$ cat config.mk
export PLATFORM = sky130hd
export DESIGN_NAME = phase_gen_flat
export DESIGN_NICKNAME = d
export VERILOG_FILES = /design/src/hw/cpu_timing_pkg.sv /design/src/hw/cpu_ifs.sv /design/src/hw/phase_gen.sv /design/src/flat_wrapper.sv
export SDC_FILE = /design/constraint.sdc
export NUM_CORES = 1
export LEC_CHECK = 0
export BUFFER_PORTS_ARGS = -buffer_cell sky130_fd_sc_hd__buf_2
export CAP_MARGIN = 25
export CORE_MARGIN = 1
export CORE_UTILIZATION = 45
export DETAILED_ROUTE_END_ITERATION = 8
export GPL_TIMING_DRIVEN = 1
export HOLD_SLACK_MARGIN = 0.02
export PLACE_DENSITY_LB_ADDON = 0.15
export SLEW_MARGIN = 20
export SYNTH_ARGS = -nofsm -noshare
export SYNTH_HDL_FRONTEND = slang
export SYNTH_SLANG_ARGS = --single-unit
$ cat constraint.sdc
create_clock -name clk_100M -period 2.2 [get_ports clk_100M]
set_clock_uncertainty 0.15 [all_clocks]
set_input_delay 0.44 -clock clk_100M [delete_from_list [all_inputs] [get_ports clk_100M]]
set_output_delay 0.44 -clock clk_100M [all_outputs]
set_load 0.03 [all_outputs]
$ cat src/hw/cpu_timing_pkg.sv
package cpu_timing_pkg;

    // One instruction frame in 100 MHz clocks
    localparam int FRAME_LEN = 102;
    localparam int CNT_W     = $clog2(FRAME_LEN);

    localparam logic [CNT_W-1:0] LAST_CNT = CNT_W'(FRAME_LEN - 1);

    // Fetch is high at the start of the frame, long enough for the memory read
    localparam logic [CNT_W-1:0] FETCH_END = 7'd49;

    // ALU starts a few clocks after fetch so the instruction register is settled
    localparam logic [CNT_W-1:0] ALU_START = 7'd6;
    localparam logic [CNT_W-1:0] ALU_END   = 7'd69;

    // RAM and write-back both run to the end of the frame
    localparam logic [CNT_W-1:0] RAM_START = 7'd80;
    localparam logic [CNT_W-1:0] REG_START = 7'd90;

endpackage

$ cat src/hw/cpu_ifs.sv
`timescale 1ns/1ps

// Phase levels shared by every stage of the core
interface phase_if;
    logic fetch_ph;
    logic alu_ph;
    logic ram_ph;
    logic reg_ph;

    modport gen (
        output fetch_ph,
        output alu_ph,
        output ram_ph,
        output reg_ph
    );

    modport user (
        input fetch_ph,
        input alu_ph,
        input ram_ph,
        input reg_ph
    );
endinterface


$ cat src/hw/phase_gen.sv
`timescale 1ns/1ps

module phase_gen import cpu_timing_pkg::*; (
    input  logic clk_100M,
    input  logic rst_n,
    input  logic run,
    input  logic halted,
    phase_if.gen ph
);

    logic [CNT_W-1:0] cnt;
    logic             adv;
    logic             fetch_nxt;
    logic             alu_nxt;
    logic             ram_nxt;
    logic             reg_nxt;

    // Everything holds while the core is stopped or has halted
    assign adv = run && !halted;

    always_ff @(posedge clk_100M or negedge rst_n) begin
        if (!rst_n) begin
            cnt <= '0;
        end else if (adv) begin
            if (cnt == LAST_CNT) begin
                cnt <= '0;
            end else begin
                cnt <= cnt + 1'b1;
            end
        end
    end

    // Phase windows decoded from the current count
    always_comb begin
        fetch_nxt = (cnt <= FETCH_END);
        alu_nxt   = (cnt >= ALU_START) && (cnt <= ALU_END);
        ram_nxt   = (cnt >= RAM_START);
        reg_nxt   = (cnt >= REG_START);
    end

    // Levels are registered so they trail the counter by one clock
    always_ff @(posedge clk_100M or negedge rst_n) begin
        if (!rst_n) begin
            ph.fetch_ph <= 1'b0;
            ph.alu_ph   <= 1'b0;
            ph.ram_ph   <= 1'b0;
            ph.reg_ph   <= 1'b0;
        end else if (adv) begin
            ph.fetch_ph <= fetch_nxt;
            ph.alu_ph   <= alu_nxt;
            ph.ram_ph   <= ram_nxt;
            ph.reg_ph   <= reg_nxt;
        end
    end

endmodule

$ cat src/flat_wrapper.sv
// flat-port wrapper written by rule: the top's interface ports become plain ports
module phase_gen_flat import cpu_timing_pkg::*;
  (clk_100M, rst_n, run, halted, ph_fetch_ph, ph_alu_ph, ph_ram_ph, ph_reg_ph);
  phase_if ph_i ();
  input  logic clk_100M;
  input  logic rst_n;
  input  logic run;
  input  logic halted;
  output wire logic [$bits(ph_i.fetch_ph)-1:0] ph_fetch_ph;
  output wire logic [$bits(ph_i.alu_ph)-1:0] ph_alu_ph;
  output wire logic [$bits(ph_i.ram_ph)-1:0] ph_ram_ph;
  output wire logic [$bits(ph_i.reg_ph)-1:0] ph_reg_ph;
  assign ph_fetch_ph = ph_i.fetch_ph;
  assign ph_alu_ph = ph_i.alu_ph;
  assign ph_ram_ph = ph_i.ram_ph;
  assign ph_reg_ph = ph_i.reg_ph;
  phase_gen u_core (.clk_100M(clk_100M), .rst_n(rst_n), .run(run), .halted(halted), .ph(ph_i));
endmodule
Word-level counts from Yosys, hierarchy flattened:

Cells that the tools add are included.
Widths: inputs -> output; s select.

* bits in writable memories: 0
* memories kept: 0
* bits of input ports: 4
* bits in read-only memories: 0
* word-level logic and storage cells: 16
* bits in latches: 0
* register bits after elaboration: 11

* $add $sub $neg: 1
* $mul: 0
* div/mod/pow operators: 0
* bitwise gates (word level): 0
* reduce and logical (&&, ||, !) cells: 3
* shift-type cells: 0
* equal/unequal tests: 1
* $lt $le $gt $ge: 5
* mux-type cells: 1

Operators by type and width (number)
* $ge 7x7->1 const B: 2
* $add 7x1->7 const B: 1
* $eq 7x7->1 const B: 1
* $ge 7x3->1 const B: 1
* $le 7x6->1 const B: 1
* $le 7x7->1 const B: 1
* $mux 7: 1
* $logic_and 1x1->1: 2
* $logic_not 1->1: 1

Depth between registers and ports, before layout:

Gate-level depths: netlist (run 1).

* depth after elaboration: 2
* depth in mapped cells: 6
* depth with buffers taken out: 6

Worst setup path after synthesis (run 1):

No wires, ideal clock.

* path kind: register to register
* start: register u_core.cnt[1]
* end: register u_core.cnt[3]
* stages on the path, launching flop included: 7
* path buffers: 0
* library setup time: 0.118 ns
* data arrival time: 1.159 ns
* path slack: 0.773 ns
* data required time: 1.932 ns
* path through: dfrtp_1 -> inv_1 -> ha_1 -> nand4bb_4 -> nor2_4 -> nor3_1 -> a21o_1

* cells in the longest elaborated chain, start to end: 2
* elaborated cells between the ends (all ways): 3
* those cells by class: 1 x add/sub; 1 x eq/ne; 1 x mux

Ends and longest elaborated chain
* start: declaration: RTL line phase_gen.sv:11 `logic [CNT_W-1:0] cnt;`
* start signal: assignment: RTL line phase_gen.sv:28 `cnt <= cnt + 1'b1;`
* $add 7x1->7 / $eq 7x7->1 (equally long branches): RTL line phase_gen.sv:28, phase_gen.sv:25
* $mux 7 *: RTL line phase_gen.sv:25 `if (cnt == LAST_CNT) begin`

Every way passes the cells marked *; elsewhere a longest branch is shown, timed or not.
A chain may end at the register's enable or synchronous reset.

Worst setup path after layout (run 1):

Same ends and word-level chain as after synthesis.

==> run summary, run 1 <==
share of layout cells above drive strength 1: 0.178
Root Buffer: clkbuf_4
Vias: 529
worst setup margin: 0.579 ns
top cells by area, synth: dfrtp_1, ha_1, nand2_1
async set-reset flop share out of synthesis: 1.00
area delta synth->final: 6.42%
final max-slew violation count: 0
CP Class: flop to flop
vias in the first global route: 493
slew margin rel.: 0.728
Worst-Margin Slew: 0.407 ns
RSZ-0062 raised after global routing: false
Core Region: 1330 um2
Startpoint Class: flop
#FFs+latches synth: 11
cts bufs inserted: 3
DR pass1 iterations: 4
Synthesized Nets: 75
pre-CTS WS: 0.546 ns
Global Route Usage Sum: 0.206
first-pass GRT wire length: 2.17 mm
DRC: 0
largest area contributor in the netlist: dfrtp_1
Synth top area share: 0.415
Worst R2R Setup Slack: 0.58 ns
Post-synth EDFFs: 0
setup violators final: 0
port bufs: 7
Seq/Total Area, Yosys: 0.415
Clk Latency, worst-skew pair: 0.27 ns
Yosys warnings: 0
Antenna diodes: 0
Cells after Synth: 68
post-CTS setup buffer count: 0
wirelength, routed: 1.28 mm
initial antenna violation count: 0
DP HPWL: 859 um
CTS Sinks: 11
Syn Area/Cell: 9.75 um2
worst endpoint data arrival time: 1.64 ns
# IOs: 8
post-route ant nets: 0
period utilization: 0.737
starting density of the core: 0.497
maximum VDD drop: 457 uV
Mapped Area: 663 um2
Hold Crit Depth: 2
Main synth FF type: dfrtp_1
Final GP Congestion: 0.786
Placement Rows: 13
status: finished, final reports clean
LEAKAGE: 0.310 nW
Die W: 40.4 um
routed vias/inst: 6.01
worst-path maximum fanout: 7
nets@finish: 81
min Tclk post-route: 1.62 ns
Yosys cell types: 30
Worst Hold Class: flop to flop
largest net degree at the start of global routing: 13
total die area: 1630 um2
Final Hold Fails: 0
Reg2Reg Depth: 6
CTS H-tree depth: 1
Clock Path Buffers: 2
final-layout fill cell count: 129
Crit. End Element: flop
Cell Pwr Density: 964 nW/um2
max_cap viols: 0
GR Overflow Total: 0
routed len/inst: 14.5 um
Critical Path RT: 2.22 ns
First DRT Iteration DRCs: 19
Setup TNS: 0 ns
clock slew at reported path FFs: 0.07 ns
Die Span Y: 40.4 um
CTS tree: yes
fmax: 617 MHz
[cell families (layout without fill, tap and decap cells)]
logic type | after synthesis | in the layout | share of synthesized area
AO/OA/AOI/OAI | 21 | 21 | 0.217
buffers and inverters | 9 | 14 | 0.0830
XOR/XNOR | 1 | 1 | 0.0132
AND/OR/NAND/NOR | 22 | 22 | 0.200
flip-flops | 11 | 11 | 0.415
adder cells (fa/ha/maj) | 3 | 3 | 0.0566
multiplexers | 1 | 1 | 0.0151
[worst max-delay path, cell delays in order (launching register included)]
cell	delay, ns
dfrtp_1	0.46
inv_1	0.13
ha_1	0.23
nand4bb_4	0.14
nor2_4	0.17
nor3_1	0.07
a21o_1	0.16
[Yosys cell counts, drive strengths merged, types with 2 or more instances]
master	n
a21oi	3
a22o	2
a31oi	2
buf	7
dfrtp	11
ha	3
inv	2
nand2	8
nand4	2
nor2	4
nor3	2
o21ai	5
o22ai	2
[where the power goes]
part | leakage [nW] | total (mW) | switching, mW | internal, mW
sequential | 0.141 | 0.339 | 0.0922 | 0.247
combinational | 0.154 | 0.197 | 0.104 | 0.0931
clock | 0.0150 | 0.144 | 0.0733 | 0.0703
[cell type report]
| cell class | instances | area, um2 | area share |
|---|---|---|---|
| flip-flops and latches | 11 | 275 | 0.390 |
| well taps | 15 | 18.8 | 0.0266 |
| clock buffers | 4 | 26.3 | 0.0372 |
| repair buffers | 8 | 45.0 | 0.0638 |
| inverters | 2 | 7.51 | 0.0106 |
| multi-input cells | 48 | 333 | 0.472 |
[state kept, by name, summed over array words and instances, names as in the netlist]
register and flops:
u_core.ph.fetch_ph 1, u_core.ph.alu_ph 1, u_core.ph.reg_ph 1, u_core.ph.ram_ph 1, u_core.cnt 7
[placed cells by master, fill, tap and decap left out]
master,n
dfrtp_1,11
nand2_1,8
buf_2,7
o21ai_0,5
a21oi_1,3
nor2_1,3
ha_1,3
clkbuf_4,3
inv_1,2
nand4_1,2
nor3_1,2
a31oi_1,2
a22o_1,2
o22ai_1,2
nor2b_1,1
xnor2_1,1
nand2b_1,1
o311a_1,1
mux2i_1,1
o311ai_0,1
and3_1,1
nand4bb_4,1
nor2_4,1
a31o_1,1
a41oi_1,1
a21o_1,1
o21ba_2,1
o31ai_1,1
nand3_1,1
nor4_1,1
clkbuf_1,1
dlygate4sd3_1,1
[repair_timing]
item / CTS / global route
gates resized for setup: 0 / 0
endpoints found under the hold margin: 11 / 0
hold buffers: 1 / 0
[worst paths after layout]
| check | endpoint | startpoint |
|---|---|---|
| worst min-delay path | u_core.ph.reg_ph | u_core.ph.reg_ph |
| worst max-delay path | u_core.cnt[3] | u_core.cnt[1] |
| max in group asynchronous | u_core.cnt[3] | rst_n |
| worst max register to register | u_core.cnt[3] | u_core.cnt[1] |
| worst min register to register | u_core.ph.reg_ph | u_core.ph.reg_ph |
| min in group asynchronous | u_core.ph.ram_ph | rst_n |
[layer usage]
layer	wire length (um)	global-route usage	vias to the layer above
li1	-	-	256
met1	614	0.275	247
met2	565	0.298	22
met3	73	0.0667	4
met4	25	0.100	0
met5	0	0	-
[through the flow]
step	utilization	total power, mW	hold WS (ns)	cell area (um2)	cells
2_1_floorplan	-	0.513	-0.00559	663	68
3_3_place_gp	0.502	0.533	0.174	669	83
3_5_place_dp	0.502	0.534	0.177	669	83
4_1_cts	0.529	0.679	0.332	706	88
5_1_grt	0.529	0.729	0.380	706	88
6_report	0.529	0.680	0.322	706	88
Power figures use the tool's default switching activity.
==> run 2, diff against run 1 <==
==> constraint.sdc (replaced) <==
create_clock -name clk_100M -period 1.64 [get_ports clk_100M]
set_clock_uncertainty 0.15 [all_clocks]
set_input_delay 0.328 -clock clk_100M [delete_from_list [all_inputs] [get_ports clk_100M]]
set_output_delay 0.328 -clock clk_100M [all_outputs]
set_load 0.03 [all_outputs]
==> run 2 against run 1 <==
  * Cell area up 3.7%
  * Via count down 0.57%
  * Non-clock buffer count up 3
  * Core utilization up 2.0 points
  * Die area unchanged
  * Total power up 37%
  * Worst setup slack worse by 0.49 ns
  * Sequential share of layout area down 1.2 points
==> run summary, run 2 (synthesis gave the netlist of run 1 again) <==
total die area: 1630 um2 (unchanged)
worst min-delay path startpoint: halted
Antenna diodes: 0 (unchanged)
First DRT Iteration DRCs: 20 (+1)
DP HPWL: 897 um (+4.5%)
footprint of the multi-input gates: 335 um2 (+0.75%)
routed vias/inst: 5.78 (-3.8%)
nets@finish: 84 (+3.7%)
clock slew at reported path FFs: 0.07 ns (about the same)
sequential power share: 0.477 (-0.022)
Startpoint Class: flop
largest net degree at the start of global routing: 13 (unchanged)
min Tclk post-route: 1.56 ns (-0.0654 ns)
starting density of the core: 0.497 (unchanged)
DRC: 0 (unchanged)
CTS H-tree depth: 1 (unchanged)
final-layout fill cell count: 131 (+1.6%)
Worst R2R Setup Slack: 0.08 ns (-0.49 ns)
maximum VDD drop: 749 uV (+64%)
Die W: 40.4 um (unchanged)
critical path cell sequence: inv_1 -> ha_2 -> nand4bb_4 -> nor2_4 -> a31o_1 -> a31oi_1
post-route ant nets: 0 (unchanged)
most common cell after layout, fill and taps aside: dfrtp_1
status: finished, final reports clean
CTS tree: yes
Sequential cell area: 277 um2 (+0.45%)
setup violators final: 0 (unchanged)
DR pass1 iterations: 4 (unchanged)
Clock Path Buffers: 2 (unchanged)
Clk Latency, worst-skew pair: 0.27 ns (about the same)
final max-slew violation count: 0 (unchanged)
share of layout cells above drive strength 1: 0.237 (+0.0588)
fmax: 643 MHz (+4.2%)
routed len/inst: 14.5 um (-0.42%)
CTS Sinks: 11 (unchanged)
Largest Register: u_core.cnt
post-CTS setup buffer count: 0 (unchanged)
Hold Crit Depth: 4 (+2)
Final Hold Fails: 0 (unchanged)
CP Class: flop to flop
Tot Pwr: 930 uW (+37%)
Core Region: 1330 um2 (unchanged)
# IOs: 8 (unchanged)
area delta synth->final: 10.4%
Global Route Usage Sum: 0.188 (-0.0186)
initial antenna violation count: 0 (unchanged)
Critical Path RT: 1.62 ns (-0.60 ns)
wirelength, routed: 1.32 mm (+3.0%)
first-pass GRT wire length: 1.91 mm (-12%)
worst endpoint data arrival time: 1.54 ns (-0.10 ns)
Crit. End Element: flop
Cell Pwr Density: 1270 nW/um2 (+32%)
Reg2Reg Depth: 6 (unchanged)
most frequent cells in the layout: dfrtp_1, nand2_1, buf_2, o21ai_0
max reg flops: 7 (unchanged)
Cell Int Power: 573 uW (+40%)
Comb power frac: 0.323 (+0.033)
Vias: 526 (-0.57%)
LEAKAGE: 0.322 nW (+3.9%)
GR Overflow Total: 0 (unchanged)
Die Span Y: 40.4 um (unchanged)
Root Buffer: clkbuf_4
fin util: 0.549 (+0.0197)
Placement Rows: 13 (unchanged)
cts bufs inserted: 3 (unchanged)
period utilization: 0.948 (+0.212)
FF-to-FF End: u_core.cnt[6]
Worst path max stage delay: 0.45 ns (about the same)
hold endpoint: u_core.cnt[0]
clock power share: 0.199 (-0.012)
Worst Hold Class: input port to flop
Worst-Margin Slew: 0.352 ns (-0.0549 ns)
port bufs: 7 (unchanged)
Final GP Congestion: 0.843 (+7.3%)
Net Sw Frac: 0.384 (-0.0123)
P_sw: 357 uW (+33%)
slew margin rel.: 0.766 (+0.0371)
max_cap viols: 0 (unchanged)
Critical Path Slowest Stage Cell: dfrtp_2
worst-path maximum fanout: 7 (unchanged)
Critical R2R Launch: u_core.cnt[1]
vias in the first global route: 419 (-15%)
## run 2: cell types whose count changed in the layout (fill, tap and decap cells not counted)
cell,delta
ha_1,-1
dfrtp_1,-1
dfrtp_2,+1
ha_2,+1
buf_4,+3
## run 2: critical path, delay by kind of cell, from the launching register on
family | cells | cell delay, ns
AO/OA/AOI/OAI | 2 | 0.20
flip-flops | 1 | 0.45
buffers and inverters | 1 | 0.11
adder cells (fa/ha/maj) | 1 | 0.22
AND/OR/NAND/NOR | 2 | 0.28
## run 2: cell type report
class / instances / area share
Clock buffer: 4 / 0.0359
Inverter: 2 / 0.0103
Multi-Input combinational cell: 48 / 0.458
Sequential cell: 11 / 0.378
Tap cell: 15 / 0.0256
Timing Repair Buffer: 11 / 0.0923
## run 2: through the flow
step	std cells	cell area, um2	hold WS (ns)	setup WS [ns]	setup TNS, ns
after floorplan	68	663	-0.118	0.213	0
after global placement	86	692	0.0624	0.125	0
after detailed placement	86	692	0.0622	0.0868	0
after CTS	91	728	0.238	0.0687	0
after global routing	91	732	0.251	-0.00512	-0.00512
final	91	732	0.240	0.0845	0
## run 2: worst max path at each step
stage / depth (start not counted) / startpoint / endpoint
CTS: 6 / u_core.cnt[1] / u_core.cnt[6]
floorplan: 6 / u_core.cnt[1] / u_core.cnt[3]
global route: 6 / u_core.cnt[1] / u_core.cnt[6]
global placement: 5 / u_core.cnt[1] / u_core.ph.fetch_ph
finish: 6 / u_core.cnt[1] / u_core.cnt[6]
detailed placement: 6 / u_core.cnt[1] / u_core.cnt[6]
## run 2: power groups by stage
stage               registers (mW)  logic (mW)  clock network, mW
CTS                          0.438       0.294              0.193
detailed placement           0.445       0.291                  0
finish                       0.444       0.301              0.185
global placement             0.443       0.289                  0
floorplan                    0.409       0.279                  0
global route                 0.459       0.325              0.208
## run 2: per-layer routing
| layer | global-route usage | vias to the layer above | wire length (um) |
|---|---|---|---|
| li1 | - | 263 | - |
| met2 | 0.266 | 20 | 652 |
| met3 | 0.100 | 2 | 79 |
| met4 | 0.0750 | 0 | 15 |
| met5 | 0 | - | 0 |
| met1 | 0.236 | 241 | 569 |
## run 2: timing repair
action / 4_1_cts / 5_1_grt
gates resized for setup: 0 / 2
endpoints found under the hold margin: 11 / 0
hold buffers: 1 / 0
setup endpoints to repair: 0 / 2
==> run 3, diff against run 2 <==
--- a/config.mk
+++ b/config.mk
@@ -5,6 +5,7 @@
 export SDC_FILE = /design/constraint.sdc
 export NUM_CORES = 1
 export LEC_CHECK = 0
+export ABC_AREA = 1
 export BUFFER_PORTS_ARGS = -buffer_cell sky130_fd_sc_hd__buf_2
 export CAP_MARGIN = 25
 export CORE_MARGIN = 1
==> run 3 against run 2 <==
  * Wire length fell by 4.9%
  * Combinational power increased by 85%
  * Area after synthesis rose by 1.1%
  * Clock power about the same
  * Via count grew 11%
==> run summary, run 3 <==
status: finished, final reports clean
largest area contributor in the netlist: dfrtp_1
GR Overflow Total: 0 (unchanged)
vias in the first global route: 501 (+20%)
clock slew at reported path FFs: 0.07 ns (about the same)
cell mode on critical path: inv_1
period utilization: 0.892 (-0.0561)
worst setup margin: 0.177 ns (+0.0920 ns)
Cell Int Power: 683 uW (+19%)
RSZ-0062 raised after global routing: false
Yosys warnings: 0 (unchanged)
min Tclk post-route: 1.46 ns (-0.0920 ns)
Worst path max stage delay: 0.43 ns (-0.02 ns)
Synthesized Nets: 99 (+32%)
LEAKAGE: 0.428 nW (+33%)
fmax: 683 MHz (+6.3%)
port bufs: 7 (unchanged)
most common cell in the netlist: nand2_1
area delta synth->final: 12.3%
Synth top area share: 0.410 (-0.00465)
Clk Latency, worst-skew pair: 0.27 ns (about the same)
Global Route Usage Sum: 0.201 (+0.0128)
Yosys cell types: 17 (-43%)
top cells by area, synth: dfrtp_1, nand2_1, inv_1
Main synth FF type: dfrtp_1
Syn Area/Cell: 7.29 um2 (-25%)
setup violators final: 0 (unchanged)
maximum VDD drop: 898 uV (+20%)
Critical Path RT: 1.65 ns (+0.03 ns)
initial antenna violation count: 0 (unchanged)
CTS H-tree depth: 1 (unchanged)
routed len/inst: 10.6 um (-27%)
wirelength, routed: 1.25 mm (-4.9%)
slew margin rel.: 0.828 (+0.0628)
Comb power frac: 0.438 (+0.115)
Hold WS: 0.233 ns (-0.00692 ns)
worst-path maximum fanout: 5 (-2)
final-layout fill cell count: 142 (+8.4%)
post-route ant nets: 0 (unchanged)
Antenna diodes: 0 (unchanged)
Worst-Margin Slew: 0.258 ns (-0.0942 ns)
Seq/Total Area, Yosys: 0.410 (-0.00465)
Buffers & Inverters on Critical Path: 3 (+2)
# IOs: 8 (unchanged)
Clock Path Buffers: 2 (unchanged)
Die W: 40.6 um (+0.54%)
Largest Register: u_core.cnt
Final Hold Fails: 0 (unchanged)
Cell Pwr Density: 1690 nW/um2 (+33%)
share of layout cells above drive strength 1: 0.165 (-0.0718)
Placement Rows: 13 (unchanged)
DRC: 0 (unchanged)
Mapped Area: 671 um2 (+1.1%)
sequential power share: 0.415 (-0.062)
Vias: 582 (+11%)
Post-synth EDFFs: 0 (unchanged)
starting density of the core: 0.497 (about the same)
cts bufs inserted: 3 (unchanged)
Net Sw Frac: 0.463 (+0.0790)
worst endpoint data arrival time: 1.47 ns (-0.07 ns)
async set-reset flop share out of synthesis: 1.00 (unchanged)
clock power share: 0.147 (-0.052)
CTS Sinks: 11 (unchanged)
pre-CTS WS: 0.149 ns (+0.0621 ns)
critical path cell sequence: inv_2 -> ha_1 -> nand2_1 -> inv_1 -> nand4_1 -> inv_1 -> nor2_2
CP Class: flop to flop
Critical Path Slowest Stage Cell: dfrtp_1
DR pass1 iterations: 4 (unchanged)
Cells after Synth: 92 (+35%)
First DRT Iteration DRCs: 9 (-55%)
largest net degree at the start of global routing: 12 (-1)
max_cap viols: 0 (unchanged)
Setup TNS: 0 ns (unchanged)
Final GP Congestion: 0.845 (+0.24%)
CTS tree: yes
DP HPWL: 946 um (+5.4%)
total die area: 1650 um2 (+1.1%)
Crit. End Element: flop
nets@finish: 111 (+32%)
Post-synth top cells: nand2_1, inv_1, dfrtp_1, nor2_1
Top delay family on crit path: flip-flops
Die Span Y: 40.6 um (+0.54%)
most common cell after layout, fill and taps aside: nand2_1
Root Buffer: clkbuf_4
final max-slew violation count: 0 (unchanged)
Core Region: 1350 um2 (+1.2%)
P_sw: 589 uW (+65%)
routed vias/inst: 4.93 (-15%)
most frequent cells in the layout: nand2_1, inv_1, nor2_1, dfrtp_1, buf_2
#FFs+latches synth: 11 (unchanged)
max reg flops: 7 (unchanged)
first-pass GRT wire length: 2.08 mm (+8.6%)
Startpoint Class: flop
Worst Hold Class: input port to flop
==> run 3: changes by cell type in the layout (fill, tap and decap cells not counted), moves of 3 or more <==
cell	change
o21ai_0	-3
inv_1	+12
nor2_2	+4
buf_4	-3
nand2_1	+19
nor2_1	+8
==> run 3: cell type report <==
class                           count  area [um2]  area share
Multi-Input combinational cell     65         332       0.440
Sequential cell                    11         275       0.365
Tap cell                           15        18.8      0.0249
Timing Repair Buffer                8        45.0      0.0598
Clock buffer                        4        26.3      0.0349
Inverter                           15        56.3      0.0748
==> run 3: worst reg2reg max path, delay by kind of cell, from the launching register on <==
family / cells / cell delay, ns
fa+ha+maj: 1 / 0.18
buf+inv: 3 / 0.32
flops: 1 / 0.43
simple gates: 3 / 0.28
==> run 3: logic make-up after synthesis <==
logic type / share of synthesized area
AOI/OAI and AO/OA: 0.0466
xor gates and xnor gates: 0.0261
adders and majority gates: 0.0560
buffers and inverters: 0.0951
DFF: 0.410
and+or+nand+nor: 0.366
==> run 3: final timing paths <==
path	from	endpoint	slack, ns	depth (start not counted)
max	u_core.cnt[1]	u_core.cnt[3]	0.18	7
min	halted	u_core.ph.ram_ph	0.23	4
max reg2reg	u_core.cnt[1]	u_core.cnt[3]	0.18	7
min reg2reg	u_core.ph.ram_ph	u_core.ph.ram_ph	0.33	2
max in group asynchronous	rst_n	u_core.cnt[3]	0.83	2
min in group asynchronous	rst_n	u_core.ph.ram_ph	0.30	2
==> run 3: repair_timing <==
| action | in CTS | in global routing |
|---|---|---|
| gates resized for setup | 0 | 1 |
| hold endpoints to repair | 11 | 0 |
| setup buffers | 0 | 0 |
| endpoints found under the setup margin | 0 | 3 |
| hold buffers | 1 | 0 |
==> run 3: routing by layer <==
metal	part of all wire	vias to the layer above	global-route usage
li1	-	307	-
met1	0.48	260	0.253
met2	0.48	11	0.313
met3	0.025	4	0.0333
met4	0.015	0	0.125
met5	0	-	0
==> run 3: power by group through the flow <==
stage	sequential, mW	clock, mW	combinational, mW
after global placement	0.527	0	0.549
after CTS	0.527	0.191	0.562
after global routing	0.556	0.197	0.646
final	0.527	0.187	0.558
after detailed placement	0.532	0	0.555
after floorplan	0.579	0	0.378
==> run 3: through the flow <==
stage                     utilization  cells  instance area, um2  total power, mW
final                           0.558    118                 753             1.27
after detailed placement        0.531    113                 717             1.09
after global placement          0.531    113                 717             1.08
after global routing            0.558    118                 753             1.40
after floorplan                     -     92                 671            0.957
after CTS                       0.558    118                 753             1.28
